### config.mk
export PLATFORM = sky130hd
export DESIGN_NAME = audio_stream_top
export DESIGN_NICKNAME = d
export VERILOG_FILES = /design/src/audio_pkg.sv /design/src/sample_ram.sv /design/src/ram_arbiter.sv /design/src/sample_loader.sv /design/src/i2s_player.sv /design/src/audio_stream_top.sv
export VERILOG_INCLUDE_DIRS = /design/src
export SDC_FILE = /design/constraint.sdc
export NUM_CORES = 1
export LEC_CHECK = 0
export ABC_AREA = 1
export BUFFER_PORTS_ARGS = -buffer_cell sky130_fd_sc_hd__buf_2
export CORE_UTILIZATION = 25
export DETAILED_ROUTE_END_ITERATION = 12
export PLACE_DENSITY = 0.35
export SKIP_CTS_REPAIR_TIMING = 1
export SLEW_MARGIN = 30
export SYNTH_ARGS = -nofsm -noshare
export SYNTH_HDL_FRONTEND = slang
export SYNTH_HIERARCHICAL = 1
export SYNTH_SLANG_ARGS = --single-unit
export TNS_END_PERCENT = 10
### constraint.sdc
create_clock -name MAX10_CLK1_50 -period 4.6 [get_ports MAX10_CLK1_50]
set_clock_uncertainty 0.05 [all_clocks]
set_input_delay 0 -clock MAX10_CLK1_50 [delete_from_list [all_inputs] [get_ports MAX10_CLK1_50]]
set_output_delay 0 -clock MAX10_CLK1_50 [all_outputs]
set_load 0.01 [all_outputs]
### src/audio_params.svh
/*
 * audio path build constants
 * sample table geometry and I2S bit-clock divider
 */
`ifndef AUDIO_PARAMS_SVH
`define AUDIO_PARAMS_SVH

// ==========================================================================
// sample table
// ==========================================================================
`define ADDR_W       5   // word address bits
`define DATA_W       16  // mono sample width
`define SAMPLE_COUNT 32  // table words, loader target and player wrap point

// ==========================================================================
// serial clocking
// ==========================================================================
// system clocks per half bit clock
// 4 gives an 8-clock sclk, so one 32-slot frame is 256 clocks
`define SCLK_HALF    4

`endif

### src/audio_pkg.sv
/*
 * audio path shared types
 * Wishbone classic master and slave bundles for the sample store
 */
`default_nettype none

`include "audio_params.svh"

package audio_pkg;

	// ==========================================================================
	// Wishbone classic bundles
	// ==========================================================================

	// master to slave, 24 bits
	typedef struct packed {
		logic               cyc;  // bus cycle in progress
		logic               stb;  // strobe, raised with cyc
		logic               we;   // 1 = write
		logic [`ADDR_W-1:0] adr;  // word address
		logic [`DATA_W-1:0] dat;  // write data
	} wb_req_t;

	// slave to master, 17 bits
	typedef struct packed {
		logic               ack;  // one-cycle acknowledge
		logic [`DATA_W-1:0] dat;  // read data, valid with ack
	} wb_rsp_t;

	// quiet bus, no cycle
	localparam wb_req_t WB_REQ_IDLE = '0;

endpackage

`default_nettype wire

### src/sample_ram.sv
/*
 * sample store, Wishbone classic slave on block RAM
 * one ack per cycle, read data registered and valid with ack
 */
`timescale 1ns/10ps
`default_nettype none

`include "audio_params.svh"

module sample_ram
	import audio_pkg::*;
(
	input  wire          MAX10_CLK1_50,
	input  wire          rst_i,
	input  wire wb_req_t wb_req_i,  // from arbiter
	output wb_rsp_t      wb_rsp_o   // back to arbiter
);

	logic [`DATA_W-1:0] mem_q [`SAMPLE_COUNT];  // the sample table
	logic [`DATA_W-1:0] rd_q;                   // registered read word
	logic               ack_q;                  // ack flag
	logic               hit;                    // access taken this cycle

	// take a new access only when not already acking,
	// master still holds stb in the ack cycle
	assign hit = wb_req_i.cyc && wb_req_i.stb && !ack_q;

	always_ff @(posedge MAX10_CLK1_50) begin
		if (rst_i) begin
			ack_q <= 1'b0;
		end else begin
			ack_q <= hit;  // ack lands the cycle after the request
		end
	end

	// array port, no reset on storage
	always_ff @(posedge MAX10_CLK1_50) begin
		if (hit) begin
			if (wb_req_i.we) begin
				mem_q[wb_req_i.adr] <= wb_req_i.dat;
			end
			rd_q <= mem_q[wb_req_i.adr];  // old word on a write, unused there
		end
	end

	always_comb begin
		wb_rsp_o.ack = ack_q;
		wb_rsp_o.dat = rd_q;
	end

endmodule

`default_nettype wire

### src/ram_arbiter.sv
/*
 * two-master Wishbone arbiter in front of the sample store
 * loader has fixed priority, a grant holds until its owner drops cyc
 */
`timescale 1ns/10ps
`default_nettype none

module ram_arbiter
	import audio_pkg::*;
(
	input  wire          MAX10_CLK1_50,
	input  wire          rst_i,
	input  wire wb_req_t m0_req_i,  // loader
	output wb_rsp_t      m0_rsp_o,
	input  wire wb_req_t m1_req_i,  // player
	output wb_rsp_t      m1_rsp_o,
	output wb_req_t      s_req_o,   // to sample_ram
	input  wire wb_rsp_t s_rsp_i
);

	typedef enum logic [1:0] {
		GNT_IDLE,
		GNT_LOAD,
		GNT_PLAY
	} gnt_t;

	gnt_t gnt_q;  // owner at end of last cycle
	gnt_t gnt_d;  // owner this cycle

	// ==========================================================================
	// grant
	// ==========================================================================
	always_comb begin
		gnt_d = GNT_IDLE;
		if (gnt_q == GNT_LOAD && m0_req_i.cyc) begin
			gnt_d = GNT_LOAD;  // locked while the loader holds cyc
		end else if (gnt_q == GNT_PLAY && m1_req_i.cyc) begin
			gnt_d = GNT_PLAY;  // same for the player
		end else if (m0_req_i.cyc) begin
			gnt_d = GNT_LOAD;  // free, loader first
		end else if (m1_req_i.cyc) begin
			gnt_d = GNT_PLAY;
		end
	end

	always_ff @(posedge MAX10_CLK1_50) begin
		if (rst_i) begin
			gnt_q <= GNT_IDLE;
		end else begin
			gnt_q <= gnt_d;
		end
	end

	// ==========================================================================
	// request mux and ack routing
	// ==========================================================================
	always_comb begin
		case (gnt_d)
			GNT_LOAD: s_req_o = m0_req_i;
			GNT_PLAY: s_req_o = m1_req_i;
			default:  s_req_o = WB_REQ_IDLE;  // nobody on the bus
		endcase
	end

	// data fans out, ack only to the owner
	always_comb begin
		m0_rsp_o.dat = s_rsp_i.dat;
		m0_rsp_o.ack = s_rsp_i.ack && (gnt_d == GNT_LOAD);
		m1_rsp_o.dat = s_rsp_i.dat;
		m1_rsp_o.ack = s_rsp_i.ack && (gnt_d == GNT_PLAY);
	end

endmodule

`default_nettype wire

### src/sample_loader.sv
/*
 * sample loader, external word requests to Wishbone writes
 * pulses begun on each ack, flags when the first full table is in
 */
`timescale 1ns/10ps
`default_nettype none

`include "audio_params.svh"

module sample_loader
	import audio_pkg::*;
(
	input  wire               MAX10_CLK1_50,
	input  wire               rst_i,
	input  wire               ram_we_i,     // word waiting, held until begun
	input  wire [`ADDR_W-1:0] ram_addr_i,
	input  wire [`DATA_W-1:0] ram_data_i,
	output logic              ram_begun_o,  // one cycle, with the RAM ack
	output logic              load_done_o,  // first table complete
	output wb_req_t           wb_req_o,
	input  wire wb_rsp_t      wb_rsp_i
);

	typedef enum logic {
		LD_IDLE,
		LD_BUS
	} ld_state_t;

	ld_state_t          state_q;
	logic [`ADDR_W-1:0] adr_q;   // latched address
	logic [`DATA_W-1:0] dat_q;   // latched sample
	logic [`ADDR_W:0]   cnt_q;   // completed writes, one extra bit to reach 32
	logic               done_q;

	assign ram_begun_o = (state_q == LD_BUS) && wb_rsp_i.ack;
	assign load_done_o = done_q;

	// ==========================================================================
	// bus FSM
	// ==========================================================================
	always_ff @(posedge MAX10_CLK1_50) begin
		if (rst_i) begin
			state_q <= LD_IDLE;
		end else begin
			case (state_q)
				LD_IDLE: if (ram_we_i) state_q <= LD_BUS;   // word seen, open cycle
				LD_BUS:  if (wb_rsp_i.ack) state_q <= LD_IDLE;  // drop cyc next cycle
				default: state_q <= LD_IDLE;
			endcase
		end
	end

	// capture the word as the cycle opens
	always_ff @(posedge MAX10_CLK1_50) begin
		if (state_q == LD_IDLE && ram_we_i) begin
			adr_q <= ram_addr_i;
			dat_q <= ram_data_i;
		end
	end

	always_comb begin
		wb_req_o.cyc = (state_q == LD_BUS);
		wb_req_o.stb = (state_q == LD_BUS);
		wb_req_o.we  = 1'b1;  // writes only
		wb_req_o.adr = adr_q;
		wb_req_o.dat = dat_q;
	end

	// ==========================================================================
	// first-table counter
	// ==========================================================================
	always_ff @(posedge MAX10_CLK1_50) begin
		if (rst_i) begin
			cnt_q  <= '0;
			done_q <= 1'b0;
		end else if (ram_begun_o && !done_q) begin
			cnt_q <= cnt_q + 1'b1;  // saturates, stops once done
			if (cnt_q == (`ADDR_W+1)'(`SAMPLE_COUNT-1)) begin
				done_q <= 1'b1;  // high the cycle after the last begun
			end
		end
	end

endmodule

`default_nettype wire

### src/i2s_player.sv
/*
 * I2S player, loops over the sample table once started
 * each sample goes out on left and right, MSB first, one-bit delay
 */
`timescale 1ns/10ps
`default_nettype none

`include "audio_params.svh"

module i2s_player
	import audio_pkg::*;
(
	input  wire          MAX10_CLK1_50,
	input  wire          rst_i,
	input  wire          start_i,   // table loaded, level
	output wb_req_t      wb_req_o,  // read master
	input  wire wb_rsp_t wb_rsp_i,
	output logic         sclk_o,    // bit clock
	output logic         lrclk_o,   // word select, low = left
	output logic         sdata_o    // serial data
);

	localparam int DIV_W = $clog2(`SCLK_HALF);   // half-period counter
	localparam int BIT_W = $clog2(2 * `DATA_W);  // slot counter, 5 bits

	logic               run_q;      // playing
	logic [DIV_W-1:0]   div_q;
	logic               sclk_q;
	logic               lrclk_q;
	logic               sdata_q;
	logic [BIT_W-1:0]   bit_q;      // current slot in the frame
	logic [BIT_W-1:0]   slot_nx;    // slot after the next falling edge
	logic               tick;       // sclk toggles
	logic               fall;       // sclk falls
	logic               left_start;
	logic               right_start;
	logic               cyc_q;      // read in flight
	logic [`ADDR_W-1:0] rd_addr_q;  // next table word to fetch
	logic [`DATA_W-1:0] pref_q;     // prefetched next sample
	logic [`DATA_W-1:0] cur_q;      // sample of this frame, for the right word
	logic [`DATA_W-1:0] shift_q;

	assign tick        = run_q && (div_q == DIV_W'(`SCLK_HALF - 1));
	assign fall        = tick && sclk_q;
	assign slot_nx     = bit_q + 1'b1;  // wraps 31 -> 0
	assign left_start  = fall && (slot_nx == '0);
	assign right_start = fall && (slot_nx == BIT_W'(`DATA_W));

	// ==========================================================================
	// bit clock and word select
	// ==========================================================================
	always_ff @(posedge MAX10_CLK1_50) begin
		if (rst_i) begin
			run_q   <= 1'b0;
			div_q   <= '0;
			sclk_q  <= 1'b0;
			lrclk_q <= 1'b0;
			bit_q   <= '1;  // first falling edge opens slot 0
		end else begin
			if (start_i) run_q <= 1'b1;
			if (tick) begin
				div_q  <= '0;
				sclk_q <= ~sclk_q;
			end else if (run_q) begin
				div_q <= div_q + 1'b1;
			end
			if (fall) begin
				bit_q   <= slot_nx;
				lrclk_q <= slot_nx[BIT_W-1];  // upper half of the frame is right
			end
		end
	end

	// ==========================================================================
	// sample prefetch
	// ==========================================================================
	// first read fires as playback starts, then one per frame at the left start
	always_ff @(posedge MAX10_CLK1_50) begin
		if (rst_i) begin
			cyc_q     <= 1'b0;
			rd_addr_q <= '0;
		end else if (cyc_q && wb_rsp_i.ack) begin
			cyc_q     <= 1'b0;  // drop after ack
			rd_addr_q <= (rd_addr_q == `ADDR_W'(`SAMPLE_COUNT - 1)) ? '0 : rd_addr_q + 1'b1;
		end else if ((start_i && !run_q) || left_start) begin
			cyc_q <= 1'b1;
		end
	end

	always_ff @(posedge MAX10_CLK1_50) begin
		if (cyc_q && wb_rsp_i.ack) pref_q <= wb_rsp_i.dat;
		if (left_start) cur_q <= pref_q;  // keep for the right word
	end

	always_comb begin
		wb_req_o.cyc = cyc_q;
		wb_req_o.stb = cyc_q;
		wb_req_o.we  = 1'b0;  // reads only
		wb_req_o.adr = rd_addr_q;
		wb_req_o.dat = '0;
	end

	// ==========================================================================
	// serial shifter
	// ==========================================================================
	// the MSB leaves one slot after each load, so the word trails lrclk by a bit
	always_ff @(posedge MAX10_CLK1_50) begin
		if (rst_i) begin
			shift_q <= '0;
			sdata_q <= 1'b0;
		end else if (fall) begin
			sdata_q <= shift_q[`DATA_W-1];  // last bit of the old word on a load
			if (left_start) begin
				shift_q <= pref_q;
			end else if (right_start) begin
				shift_q <= cur_q;  // same sample again
			end else begin
				shift_q <= shift_q << 1;
			end
		end
	end

	assign sclk_o  = sclk_q;
	assign lrclk_o = lrclk_q;
	assign sdata_o = sdata_q;

endmodule

`default_nettype wire

### src/audio_stream_top.sv
/*
 * audio stream top, loader and I2S player sharing the sample store
 * through the Wishbone arbiter
 */
`timescale 1ns/10ps
`default_nettype none

`include "audio_params.svh"

module audio_stream_top
	import audio_pkg::*;
(
	input  wire               MAX10_CLK1_50,
	input  wire               rst_i,
	// card reader side
	input  wire               ram_we_i,
	input  wire [`ADDR_W-1:0] ram_addr_i,
	input  wire [`DATA_W-1:0] ram_data_i,
	output wire               ram_begun_o,
	output wire               load_done_o,
	// I2S out
	output wire               sclk_o,
	output wire               lrclk_o,
	output wire               sdata_o
);

	wb_req_t ld_req;  // loader master
	wb_rsp_t ld_rsp;
	wb_req_t pl_req;  // player master
	wb_rsp_t pl_rsp;
	wb_req_t mem_req;  // arbiter to RAM
	wb_rsp_t mem_rsp;

	sample_loader u_loader (
		.MAX10_CLK1_50 (MAX10_CLK1_50),
		.rst_i         (rst_i),
		.ram_we_i      (ram_we_i),
		.ram_addr_i    (ram_addr_i),
		.ram_data_i    (ram_data_i),
		.ram_begun_o   (ram_begun_o),
		.load_done_o   (load_done_o),
		.wb_req_o      (ld_req),
		.wb_rsp_i      (ld_rsp)
	);

	i2s_player u_player (
		.MAX10_CLK1_50 (MAX10_CLK1_50),
		.rst_i         (rst_i),
		.start_i       (load_done_o),  // play once the table is in
		.wb_req_o      (pl_req),
		.wb_rsp_i      (pl_rsp),
		.sclk_o        (sclk_o),
		.lrclk_o       (lrclk_o),
		.sdata_o       (sdata_o)
	);

	ram_arbiter u_arbiter (
		.MAX10_CLK1_50 (MAX10_CLK1_50),
		.rst_i         (rst_i),
		.m0_req_i      (ld_req),  // loader wins ties
		.m0_rsp_o      (ld_rsp),
		.m1_req_i      (pl_req),
		.m1_rsp_o      (pl_rsp),
		.s_req_o       (mem_req),
		.s_rsp_i       (mem_rsp)
	);

	sample_ram u_ram (
		.MAX10_CLK1_50 (MAX10_CLK1_50),
		.rst_i         (rst_i),
		.wb_req_i      (mem_req),
		.wb_rsp_o      (mem_rsp)
	);

endmodule

`default_nettype wire

Word level (Yosys, flattened, before mapping):

Memory sizes are Yosys's and may differ from the RTL's. A register that Yosys moved wholly into a read port is not among the register bits.
Cells that the tools add are included.

* flip-flop bits (word level): 97
* input port bits: 24
* RAM bits: 512
* memories: 1

Memory list
* u_ram.mem_q: depth 32, bits a word 16, read ports 1, clocked after memory_dff 1, wr ports 1, line sample_ram.sv:19 `` logic [`DATA_W-1:0] mem_q [`SAMPLE_COUNT]; ``

* add/subtract/negate cells: 4
* equal/unequal tests: 8
* bitwise operators: 2
* multiplexer cells: 14
* reductions and logical operators: 23

Operator list (count)
* one-hot mux 24 bit (2 select lines): 1
* 2-to-1 mux 16 bit: 2
* logical AND 1 bit: 15
* adder 5 x 1 -> 5 bit (second input constant): 2
* equality test 5 bit (second input constant): 2
* 2-to-1 mux 2 bit: 4
* adder 6 x 1 -> 6 bit (second input constant): 1
* equality test 2 bit (second input constant): 3
* equality test 6 x 5 -> 1 bit (second input constant): 1
* logical NOT 5 bit: 1
* 2-to-1 mux 1 bit: 5
* 2-to-1 mux 5 bit: 1
* equality test 2 x 1 -> 1 bit (second input constant): 2
* OR reduction 2 bit: 2
* logical NOT 1 bit: 3
* adder 2 x 1 -> 2 bit (second input constant): 1
* inverter 1 bit: 2
* one-hot mux 1 bit (2 select lines): 1
* AND reduction 2 bit: 1
* logical OR 1 bit: 1

Logic depth before layout (Yosys ltp):

* depth in word-level cells: 10
* gate-level depth with buffers: 20
* mapped depth without buffers: 14

Cells and area by module:

Netlist, hierarchy kept.

Modules (own cells, without submodules)
* sample_ram: instances 1, cells each 2083, seq. area each 15875.2 µm², area an instance 22112.5 µm²
* i2s_player: instances 1, cells each 306, seq. area each 1621.6 µm², area an instance 2904.0 µm²
* sample_loader: instances 1, cells each 79, seq. area each 790.8 µm², area an instance 1049.8 µm²
* ram_arbiter: instances 1, cells each 122, seq. area each 40.0 µm², area an instance 691.9 µm²

Worst setup path before layout:

Ideal clock, no wire load.

* path kind: reg-to-reg
* start point: register u_loader.state_q
* end point: memory u_ram/mem_q[0][0] in the netlist's numbering (enable)
* arrival: 2.545 ns
* period minus slack after synthesis: 2.983 ns
* cell stages (with the launch flop): 15
* setup slack: 1.617 ns
* path through: dfxtp_1 buf_4 buf_4 inv_1 nand2_2 nand2_4 buf_6 nand2_1 nand2_1 buf_2 inv_1 buf_2 buf_4 nand3_1 nor2_1

RTL lines
* from (decl): line sample_loader.sv:29 `ld_state_t state_q;`
* from (signal assigned): line sample_loader.sv:43 `state_q <= LD_IDLE;`
* from (signal assigned): line sample_loader.sv:46 `LD_IDLE: if (ram_we_i) state_q <= LD_BUS;`
* from (signal assigned): line sample_loader.sv:47 `LD_BUS: if (wb_rsp_i.ack) state_q <= LD_IDLE;`
* to (decl): line sample_ram.sv:19

==> impl_metrics.csv <==
group,metric,value,unit
worst_setup_path,cpPeakStageDelay,0.63,ns
route,drt-total-wl,82.01,mm
grt,grt_max_degree,124,
timing,setup_violations,0,
die,fp.dieW,328.4,um
worst_setup_path,endpoint_kind,"register",
run_status,violations,"design-rule violations",
timing,post-route-period-util,81.06,%
route,via_per_inst,4.253,
die,die_height,328.4,um
grt,grtUsageTotal,15.25,%
grt,grt_remaining_overflow,0,
place,place_congestion,0.7624,
route,detail_route.drc_violations,6,
worst_setup_path,critPathMostFrequentCell,"nand2_1",
timing,hold_viol_final,0,
worst_setup_path,cp.arrival,4.00,ns
die,dieArea,0.1079,mm2
timing,setup_tns,0,ns
logic_synthesis,synthCells,2574,
timing,fmax,0.2682,GHz
die,io_pins,29,
timing,rsz0062_at_grt,"no",
clock_tree,clock_path_buffers,3,
job,cap_violations,0,
pwr,vdd_drop_max,0.2319,mV
run_status,status,"finished, violations left",
route,via_count,17410,
timing,worst_slew_pin_slew,0.9256,ns
timing,fin_crit,3.729,ns
logic_synthesis,ys_warn_count,6,
route,wl_per_cell,20.04,um
timing,slew_headroom,38.22,%
place,place_area,0.02815,mm2
grt,antenna_found_initial,7,
worst_setup_path,crit_chain,"nand3_4 > nand2_4 > nand2_1 > nand2_1 > inv_2 > nor3_4 > inv_1 > nor2_1 > buf_4",
worst_setup_path,crit_path_start_kind,"register",
layout,drive_above_1_share,9.845,%
clock_tree,cts_htree_levels,3,
layout,nets,2672,
clock_tree,cts_tree,"built",
route,drt_first_iter_violations,1300,
layout,area_growth,15.80,%
logic_synthesis,netlist_area,0.02664,mm2
worst_setup_path,path_class,"register to register",
timing,finalMaxSlewViolations,0,
pwr,power.density,419.1,mW/mm2
worst_setup_path,path_max_fanout,27,
min_path,hold_class,"input port to register",
layout,diodes,0,
worst_setup_path,required,4.87,ns
die,core_area,0.1054,mm2
route,drtAntennaViolNets,0,
die,start_util,25.27,%
clock_tree,clk_pin_slew,0.06,ns
grt,grt_pass1_wl,120.2,mm
die,row_count,119,
pwr,p_leak,12.61,nW
grt,grt_pass1_vias,17350,
place,dpl.hpwl,48.05,mm
worst_setup_path,cpMaxStageDelayCell,"nor3_4",
place,port-buffer-count,28,
clock_tree,numCtsBuffers,77,
layout,fin_area,0.03085,mm2
logic_synthesis,syn_area_per_cell,10.35,um2
route,dr.pass1.iters,9,
clock_tree,ctsRootBufferMaster,"clkbuf_16",
clock_tree,worstSkewPairLatency,0.64,ns
clock_tree,numClockSinks,625,
## cell type report
type	instances	area (um2)
Clock buffer	96	2061
Clock inverter	43	409.1
Inverter	47	188.9
Timing Repair Buffer	124	968.4
Multi-Input combinational cell	1767	7152
Sequential cell	625	18330
Fill cell	11050	74570
Tap cell	1391	1740
## layer usage
layer  vias up  track usage (%)  wire length (um)
met5         -                0                12
met4         2            4.692              1942
met3       105            2.406              3215
met2       301            23.85             37000
met1      8552            21.57             39850
li1       8447                -                 -
## worst max-delay path, delay by kind of cell (launching register included)
family | cells | cell delay [ns]
AND/OR/NAND/NOR | 6 | 2.15
buffers and inverters | 3 | 0.73
flip-flops | 1 | 0.46
## registers in the layout, summed over array words and instances, names as in the netlist, 2 cells and up
signal / flops
u_loader/cnt_q: 6
u_player/cur_q: 16
u_player/shift_q: 16
u_loader/dat_q: 16
u_ram/rd_q: 16
u_loader/adr_q: 5
u_player/bit_q: 5
u_ram/mem_q: 512
u_arbiter/gnt_q: 2
u_player/pref_q: 16
u_player/rd_addr_q: 5
u_player/div_q: 2
## report_power, final
group / internal, W / switching [W] / total (W)
Combinational: 0.000153 / 0.000528 / 0.000681
Sequential: 0.00623 / 0.0000110 / 0.00624
Clock: 0.00357 / 0.00244 / 0.00601
## placed cells by master, fill, tap and decap left out, types with 3 or more instances in the layout
cell / instances
clkbuf_1: 15
inv_1: 32
nand4_1: 4
nand3_2: 11
ha_1: 6
dfxtp_1: 44
clkbuf_16: 79
inv_2: 11
buf_2: 28
nand3_1: 53
o21ai_0: 8
clkinv_1: 13
nor2_1: 124
nor3_1: 6
nand2_4: 7
nand2_1: 1490
nand2_2: 4
dlygate4sd3_1: 23
conb_1: 18
buf_12: 4
clkinv_2: 19
nor3_4: 8
nand3_4: 3
a21oi_1: 12
edfxtp_1: 581
buf_4: 69
bufinv_16: 7
## per-stage QoR
stage          util (%)  std cells  power, W  hold slack, ns  setup WS, ns
6_report          29.26       4093   0.01293         0.02831        0.8713
5_1_grt           29.26       4093   0.01341         0.01295        0.6366
4_1_cts           29.04       4070   0.01313         -0.5625        0.8665
3_5_place_dp      26.70       3931  0.007042          0.1287        0.8939
3_3_place_gp      26.70       3931  0.007045          0.1298        0.9983
2_1_floorplan         -       2590  0.006762         0.01907         1.617
## worst paths after layout
check | startpoint | to | slack (ns) | depth (start not counted)
worst min register to register | u_ram/rd_q[4] | u_player/pref_q[4] | 0.39 | 0
worst max register to register | u_player/cyc_q | u_ram/mem_q[15][3] | 0.87 | 9
worst min-delay path | ram_addr_i[2] | u_loader/adr_q[2] | 0.03 | 2
worst max-delay path | u_player/cyc_q | u_ram/mem_q[15][3] | 0.87 | 9
Note: power is estimated with default switching activity, not from simulation.
